--- src/riscv_control_pkg.sv ---
package riscv_control_pkg;

    localparam int INST_W   = 32;
    localparam int OPCODE_W = 5;   // inst[6:2]
    localparam int FUNCT3_W = 3;
    localparam int FUNCT7_W = 7;

    // Major opcodes, bits 1:0 of the instruction are ignored
    localparam logic [OPCODE_W-1:0] OPC_VAL_LOAD    = 5'b00000;
    localparam logic [OPCODE_W-1:0] OPC_VAL_FENCE   = 5'b00011;
    localparam logic [OPCODE_W-1:0] OPC_VAL_ARITH_I = 5'b00100;
    localparam logic [OPCODE_W-1:0] OPC_VAL_AUIPC   = 5'b00101;
    localparam logic [OPCODE_W-1:0] OPC_VAL_STORE   = 5'b01000;
    localparam logic [OPCODE_W-1:0] OPC_VAL_ARITH_R = 5'b01100;
    localparam logic [OPCODE_W-1:0] OPC_VAL_LUI     = 5'b01101;
    localparam logic [OPCODE_W-1:0] OPC_VAL_BRANCH  = 5'b11000;
    localparam logic [OPCODE_W-1:0] OPC_VAL_JALR    = 5'b11001;
    localparam logic [OPCODE_W-1:0] OPC_VAL_JAL     = 5'b11011;
    localparam logic [OPCODE_W-1:0] OPC_VAL_SYSTEM  = 5'b11100;

    localparam logic [FUNCT7_W-1:0] F7_BASE   = 7'b0000000;
    localparam logic [FUNCT7_W-1:0] F7_ALT    = 7'b0100000;  // SUB, SRA, SRAI
    localparam logic [FUNCT7_W-1:0] F7_MULDIV = 7'b0000001;

    // Load and store access widths
    localparam logic [FUNCT3_W-1:0] F3_BYTE   = 3'd0;
    localparam logic [FUNCT3_W-1:0] F3_HALF   = 3'd1;
    localparam logic [FUNCT3_W-1:0] F3_WORD   = 3'd2;
    localparam logic [FUNCT3_W-1:0] F3_BYTE_U = 3'd4;
    localparam logic [FUNCT3_W-1:0] F3_HALF_U = 3'd5;

    // Arithmetic funct3 values with special handling
    localparam logic [FUNCT3_W-1:0] F3_ADD_SUB = 3'd0;
    localparam logic [FUNCT3_W-1:0] F3_SLTU    = 3'd3;
    localparam logic [FUNCT3_W-1:0] F3_SHIFT_R = 3'd5;  // SRL/SRA, SRLI/SRAI

    // Unsigned branch and M-extension variants
    localparam logic [FUNCT3_W-1:0] F3_BLTU  = 3'd6;
    localparam logic [FUNCT3_W-1:0] F3_BGEU  = 3'd7;
    localparam logic [FUNCT3_W-1:0] F3_MULHU = 3'd3;
    localparam logic [FUNCT3_W-1:0] F3_DIVU  = 3'd5;
    localparam logic [FUNCT3_W-1:0] F3_REMU  = 3'd7;

    typedef enum logic [3:0] {
        OPC_NONE,     // Bubble or unknown opcode
        OPC_SYSTEM,
        OPC_FENCE,
        OPC_LUI,
        OPC_AUIPC,
        OPC_JAL,
        OPC_JALR,
        OPC_BRANCH,
        OPC_LOAD,
        OPC_STORE,
        OPC_ARITH_I,
        OPC_ARITH_R,
        OPC_ARITH_M
    } op_class_e;

    typedef enum logic [2:0] {
        ALU_OP_ADDR   = 3'd0,
        ALU_OP_CMP    = 3'd1,
        ALU_OP_FUNCT  = 3'd2,
        ALU_OP_PASS_B = 3'd3,
        ALU_OP_MULDIV = 3'd4
    } alu_op_e;

    typedef enum logic [1:0] {
        RF_ALU     = 2'd0,
        RF_PC_IMM  = 2'd1,
        RF_PC_NEXT = 2'd2
    } rf_sel_e;

    typedef enum logic [1:0] {
        SIZE_WORD = 2'd0,
        SIZE_HALF = 2'd1,
        SIZE_BYTE = 2'd2
    } mem_size_e;

endpackage

--- src/decode_if.sv ---
`timescale 1ns/10ps

interface decode_if
    import riscv_control_pkg::*;
();

    op_class_e           op_class;
    logic [FUNCT3_W-1:0] funct3;
    logic                legal;   // funct3/funct7 valid for the class
    logic                alt;     // funct7 equals F7_ALT

    modport producer (
        output op_class,
        output funct3,
        output legal,
        output alt
    );

    modport consumer (
        input op_class,
        input funct3,
        input legal,
        input alt
    );

endinterface

--- src/control_table.sv ---
`timescale 1ns/10ps

module control_table
    import riscv_control_pkg::*;
(
    input  logic       clk,
    input  logic       rst,
    decode_if.consumer dec,
    output logic       pc_en,
    output logic       branch,
    output logic       jump,
    output logic       mem_read,
    output logic       mem_to_reg,
    output logic       mem_write,
    output logic       alu_src,
    output logic       reg_write,
    output logic       signed_inst,
    output rf_sel_e    rf_sel,
    output mem_size_e  mem_size,
    output alu_op_e    alu_op
);

    typedef struct packed {
        logic      pc_en;
        logic      branch;
        logic      jump;
        logic      mem_read;
        logic      mem_to_reg;
        logic      mem_write;
        logic      alu_src;
        logic      reg_write;
        logic      signed_inst;
        rf_sel_e   rf_sel;
        mem_size_e mem_size;
        alu_op_e   alu_op;
    } ctrl_t;

    ctrl_t nxt;
    ctrl_t ctrl_q;

    // Same size encoding for loads and stores
    function automatic mem_size_e size_of(input logic [FUNCT3_W-1:0] funct3);
        mem_size_e size;
        case (funct3)
            F3_BYTE, F3_BYTE_U: size = SIZE_BYTE;
            F3_HALF, F3_HALF_U: size = SIZE_HALF;
            default:            size = SIZE_WORD;
        endcase
        return size;
    endfunction

    always_comb
    begin
        nxt = '0;
        if (!(dec.op_class inside {OPC_NONE, OPC_SYSTEM, OPC_FENCE}))
        begin
            nxt.pc_en = 1'b1;  // Illegal funct still advances the PC
            if (dec.legal)
            begin
                case (dec.op_class)
                    OPC_LUI, OPC_AUIPC:
                    begin
                        nxt.alu_src     = 1'b1;
                        nxt.reg_write   = 1'b1;
                        nxt.signed_inst = 1'b1;
                        if (dec.op_class == OPC_AUIPC)
                        begin
                            nxt.alu_op = ALU_OP_FUNCT;
                            nxt.rf_sel = RF_PC_IMM;
                        end
                        else
                            nxt.alu_op = ALU_OP_PASS_B;
                    end
                    OPC_JAL, OPC_JALR:
                    begin
                        nxt.branch      = (dec.op_class == OPC_JAL);
                        nxt.jump        = 1'b1;
                        nxt.alu_src     = 1'b1;
                        nxt.reg_write   = 1'b1;
                        nxt.signed_inst = 1'b1;
                        nxt.rf_sel      = RF_PC_NEXT;  // Link address
                    end
                    OPC_BRANCH:
                    begin
                        nxt.branch      = 1'b1;
                        nxt.alu_op      = ALU_OP_CMP;
                        nxt.signed_inst = (dec.funct3 != F3_BLTU) && (dec.funct3 != F3_BGEU);
                    end
                    OPC_LOAD:
                    begin
                        nxt.mem_read    = 1'b1;
                        nxt.mem_to_reg  = 1'b1;
                        nxt.alu_src     = 1'b1;
                        nxt.reg_write   = 1'b1;
                        nxt.mem_size    = size_of(dec.funct3);
                        nxt.signed_inst = dec.funct3 inside {F3_BYTE, F3_HALF, F3_WORD};
                    end
                    OPC_STORE:
                    begin
                        nxt.mem_write   = 1'b1;
                        nxt.alu_src     = 1'b1;
                        nxt.signed_inst = 1'b1;
                        nxt.mem_size    = size_of(dec.funct3);
                    end
                    OPC_ARITH_I:
                    begin
                        nxt.alu_src     = 1'b1;
                        nxt.reg_write   = 1'b1;
                        nxt.signed_inst = 1'b1;
                    end
                    OPC_ARITH_R:
                    begin
                        nxt.reg_write   = 1'b1;
                        nxt.alu_op      = ALU_OP_FUNCT;
                        nxt.signed_inst = (dec.funct3 != F3_SLTU);
                    end
                    OPC_ARITH_M:
                    begin
                        nxt.reg_write   = 1'b1;
                        nxt.alu_op      = ALU_OP_MULDIV;
                        nxt.signed_inst = !(dec.funct3 inside {F3_MULHU, F3_DIVU, F3_REMU});
                    end
                    default:
                        ;
                endcase
            end
        end
    end

    always_ff @(posedge clk)
    begin
        if (rst)
            ctrl_q <= '0;
        else
            ctrl_q <= nxt;
    end

    assign pc_en       = ctrl_q.pc_en;
    assign branch      = ctrl_q.branch;
    assign jump        = ctrl_q.jump;
    assign mem_read    = ctrl_q.mem_read;
    assign mem_to_reg  = ctrl_q.mem_to_reg;
    assign mem_write   = ctrl_q.mem_write;
    assign alu_src     = ctrl_q.alu_src;
    assign reg_write   = ctrl_q.reg_write;
    assign signed_inst = ctrl_q.signed_inst;
    assign rf_sel      = ctrl_q.rf_sel;
    assign mem_size    = ctrl_q.mem_size;
    assign alu_op      = ctrl_q.alu_op;

endmodule

--- src/control_unit.sv ---
`timescale 1ns/10ps

module control_unit
    import riscv_control_pkg::*;
(
    input  logic              clk,
    input  logic              rst,
    input  logic [INST_W-1:0] inst,
    output logic              pc_en,
    output logic              branch,
    output logic              jump,
    output logic              mem_read,
    output logic              mem_to_reg,
    output logic              mem_write,
    output logic              alu_src,
    output logic              reg_write,
    output logic              signed_inst,
    output rf_sel_e           rf_sel,
    output mem_size_e         mem_size,
    output alu_op_e           alu_op
);

    decode_if dec_bus ();  // Combinational, same cycle as inst

    instr_decoder i_instr_decoder (
        .inst (inst),
        .dec  (dec_bus.producer)
    );

    // Single register stage, one cycle latency
    control_table i_control_table (
        .clk         (clk),
        .rst         (rst),
        .dec         (dec_bus.consumer),
        .pc_en       (pc_en),
        .branch      (branch),
        .jump        (jump),
        .mem_read    (mem_read),
        .mem_to_reg  (mem_to_reg),
        .mem_write   (mem_write),
        .alu_src     (alu_src),
        .reg_write   (reg_write),
        .signed_inst (signed_inst),
        .rf_sel      (rf_sel),
        .mem_size    (mem_size),
        .alu_op      (alu_op)
    );

endmodule

--- src/instr_decoder.sv ---
`timescale 1ns/10ps

module instr_decoder
    import riscv_control_pkg::*;
(
    input  logic [INST_W-1:0] inst,
    decode_if.producer        dec
);

    logic [OPCODE_W-1:0] opcode;
    logic [FUNCT3_W-1:0] funct3;
    logic [FUNCT7_W-1:0] funct7;
    logic                f7_std;     // Base or alternate funct7
    op_class_e           op_class;
    logic                legal;

    assign opcode = inst[6:2];
    assign funct3 = inst[14:12];
    assign funct7 = inst[31:25];
    assign f7_std = (funct7 == F7_BASE) || (funct7 == F7_ALT);

    // Opcode classification
    always_comb
    begin
        op_class = OPC_NONE;
        if (inst != '0)  // Zero word is a bubble
        begin
            case (opcode)
                OPC_VAL_SYSTEM:  op_class = OPC_SYSTEM;
                OPC_VAL_FENCE:   op_class = OPC_FENCE;
                OPC_VAL_LUI:     op_class = OPC_LUI;
                OPC_VAL_AUIPC:   op_class = OPC_AUIPC;
                OPC_VAL_JAL:     op_class = OPC_JAL;
                OPC_VAL_JALR:    op_class = OPC_JALR;
                OPC_VAL_BRANCH:  op_class = OPC_BRANCH;
                OPC_VAL_LOAD:    op_class = OPC_LOAD;
                OPC_VAL_STORE:   op_class = OPC_STORE;
                OPC_VAL_ARITH_I: op_class = OPC_ARITH_I;
                OPC_VAL_ARITH_R:
                begin
                    if (funct7 == F7_MULDIV)
                        op_class = OPC_ARITH_M;
                    else
                        op_class = OPC_ARITH_R;
                end
                default:         op_class = OPC_NONE;
            endcase
        end
    end

    // funct3/funct7 legality within the class
    always_comb
    begin
        case (op_class)
            OPC_BRANCH:
                legal = (funct3[2:1] != 2'b01);  // 2 and 3 reserved
            OPC_LOAD:
            begin
                case (funct3)
                    F3_BYTE, F3_HALF, F3_WORD, F3_BYTE_U, F3_HALF_U:
                        legal = 1'b1;
                    default:
                        legal = 1'b0;
                endcase
            end
            OPC_STORE:
            begin
                case (funct3)
                    F3_BYTE, F3_HALF, F3_WORD:
                        legal = 1'b1;
                    default:
                        legal = 1'b0;
                endcase
            end
            OPC_ARITH_I:
                legal = (funct3 != F3_SHIFT_R) || f7_std;  // SRLI/SRAI only
            OPC_ARITH_R:
            begin
                if ((funct3 == F3_ADD_SUB) || (funct3 == F3_SHIFT_R))
                    legal = f7_std;
                else
                    legal = 1'b1;  // Any funct7 accepted here
            end
            default:
                legal = 1'b1;
        endcase
    end

    assign dec.op_class = op_class;
    assign dec.funct3   = funct3;
    assign dec.legal    = legal;
    assign dec.alt      = (funct7 == F7_ALT);

endmodule

--- config.mk ---
export PLATFORM = sky130hd
export DESIGN_NAME = control_unit
export DESIGN_NICKNAME = d
export VERILOG_FILES = /design/src/riscv_control_pkg.sv /design/src/decode_if.sv /design/src/control_table.sv /design/src/control_unit.sv /design/src/instr_decoder.sv
export SDC_FILE = /design/constraint.sdc
export NUM_CORES = 1
export LEC_CHECK = 0
export BUFFER_PORTS_ARGS = -buffer_cell sky130_fd_sc_hd__buf_4
export CELL_PAD_IN_SITES_DETAIL_PLACEMENT = 2
export CELL_PAD_IN_SITES_GLOBAL_PLACEMENT = 2
export CORE_MARGIN = 5
export CORE_UTILIZATION = 22
export CTS_BUF_LIST = sky130_fd_sc_hd__clkbuf_4 sky130_fd_sc_hd__clkbuf_8 sky130_fd_sc_hd__clkbuf_16
export CTS_CLUSTER_DIAMETER = 100
export DETAILED_ROUTE_END_ITERATION = 8
export PLACE_DENSITY_LB_ADDON = 0.3
export SLEW_MARGIN = 20
export SYNTH_ARGS = -nofsm -noshare
export SYNTH_HDL_FRONTEND = slang
export SYNTH_HIERARCHICAL = 1
export SYNTH_SLANG_ARGS = --single-unit
--- constraint.sdc ---
create_clock -name clk -period 2.3 [get_ports clk]
set_input_delay 0.115 -clock clk [delete_from_list [all_inputs] [get_ports clk]]
set_output_delay 0.115 -clock clk [all_outputs]
set_load 0.05 [all_outputs]
==> summary.txt <==
Cells and area
  • Most frequent cells in the layout: buf_4, dfxtp_1, nor3_1, nor2_1
  • Fin nets: about 210
  • Layout cells sized above 1: between 40% and 50%
  • Most common cell after layout, fill and taps aside: buf_4
  • # diodes: 0
  • Area growth syn-to-layout: 54.2%

Clocking
  • Clk root buf: clkbuf_8
  • Post-CTS Setup Bufs: 0
  • Cts bufs inserted: 3
  • TritonCTS clock tree: built
  • Clock Sinks: 15
  • Reg clk slew, reported paths: roughly 0.06 ns
  • Clk buf depth: 2
  • Htree depth: 1

Hold path
  • Hold path startpoint: rst
  • Min-delay worst type: primary input to flop

Timing
  • Fin. Hold Viols: 0
  • Max-slew violations: 0
  • RSZ-0062 raised after global routing: false
  • Final critical-path required period: 2.19 ns
  • Finish-stage setup viols: 0
  • Slew margin rel.: 46.8%
  • Final period util: a little over nine tenths
  • Slew @ Worst Pin: approximately 0.8 ns
  • Fmax: 457 MHz
  • TNS Setup: 0 ns

Placed design
  • Placer congestion estimate: just under 0.8
  • HPWL Detailed: 2990 um
  • Port-buffer cells: 49

Drt
  • Top sig layer: met4
  • Iter 0 DRT Violations: 66
  • WL/cell: ~16 um
  • Final ANT Viol Nets: 0
  • DRT Wirelength: 3500 um
  • Wl on met1: around 1400 um
  • Residual DRC count: 0
  • DRT Pass-1 Iters: 4
  • Met3 routed WL: between 100 and 150 um
  • Metal2 WL: about 1900 um
  • DR vias/cell: slightly below 5
  • Vias: 1100

Pwr
  • Leakage power: about 0.00064 uW
  • Pwr/cell area: roughly 470 mW/mm2
  • Max rail drop VDD: approximately 140 uV
  • Total Power: 701 uW

Yosys
  • Avg Cell Area, Syn: about 8.6 um2
  • Syn_nets: between 100 and 150
  • Yosys warns: 6
  • Post-Syn Area: ~980 um2
  • Cells after Synth: approximately 110

Worst setup path
  • Ordered cell list for the critical path: buf_4 > or4b_4 > o21ai_4 > o211ai_2 > a221oi_2 > a31oi_1 > a21oi_2 > nand2b_4 > or4b_4 > nor3b_2
  • CP Buf/Inv Count: 1
  • CP startpoint: inst[26]
  • CP Capture Type: flop
  • Critical path required time: approximately 2.5 ns
  • CP max stage cell: or4b_4
  • CP peak stage delay: around 0.55 ns
  • Most used cell, CP: or4b_4
  • Startpoint types: primary input
  • CP Max Fanout: 4
  • WP data arrival: ~2.4 ns
  • CP Class: primary input to flop
  • CP top delay family: simple AND/OR/NAND/NOR gates

Global route
  • Vias in the first global route: about 1.2k
  • Total grt overflow: 0
  • Antenna violations before repair: 0
  • Largest net degree at the start of global routing: 13
  • GRT Total Usage: a little under an eighth
  • Global-route wire length before repair: 5770 um

Job
  • Max-cap violations: 0

Status
  • Outcome: complete, no violations

Die
  • Die area: about 0.0059 mm2
  • Core area: ~0.0043 mm2
  • Die width: approximately 77 um
  • I/O pins: 50
  • Initial core utilization: 22.6%
  • Die Ht: between 70 and 80 um
  • Rows: 24
[routing by layer]
layer / global-route usage (%) / vias to the layer above
li1: - / 543
met1: 12.8 / 524
met2: 22.3 / 29
met3: 1.89 / 4
met4: 4.02 / 0
met5: 0 / -
[power by group]
| group | leakage, uW | switching [uW] | internal [uW] |
|---|---|---|---|
| logic | 0.000494 | 115 | 95.9 |
| clock network | 0.0000262 | 85.3 | 134 |
| registers | 0.000122 | 2.34 | 269 |
| total | 0.000642 | 203 | 499 |
[sequential cells by signal (all words and copies together) (netlist names)]
register,flops
i_control_table/mem_write,1
i_control_table/mem_read,1
i_control_table/signed_inst,1
i_control_table/reg_write,1
i_control_table/jump,1
i_control_table/branch,1
i_control_table/alu_op,3
i_control_table/pc_en,1
i_control_table/mem_size,2
i_control_table/rf_sel,2
i_control_table/alu_src,1
[per-stage QoR]
stage | util [%] | area [um2] | hold slack, ns | setup slack [ns] | instances
after floorplan | - | 981 | 0.184 | -0.0197 | 114
after global placement | 33.6 | 1450 | 0.304 | -0.0766 | 218
after detailed placement | 33.6 | 1450 | 0.314 | -0.148 | 218
after CTS | 34.7 | 1500 | 0.0560 | 0.0955 | 222
after global routing | 34.8 | 1510 | 0.0545 | 0.00536 | 222
final | 34.8 | 1510 | 0.0534 | 0.112 | 222
[layout make-up]
class / instances / area [um2]
Timing Repair Buffer: 62 / 465
Clock buffer: 4 / 48.8
Sequential cell: 15 / 300
Tap cell: 52 / 65.1
Inverter: 5 / 18.8
Multi-Input combinational cell: 84 / 608
Fill cell: 520 / 2820
[what timing repair did]
action                                  4_1_cts  5_1_grt
gates resized for setup                       0        1
hold buffers                                  0        0
endpoints found under the hold margin         0        0
endpoints found under the setup margin        0        3
[worst paths after layout]
kind,end,cells after the start
setup / recovery,i_control_table/mem_size[0],10
hold / removal,i_control_table/pc_en,2
Note: power is estimated with default switching activity, not from simulation.
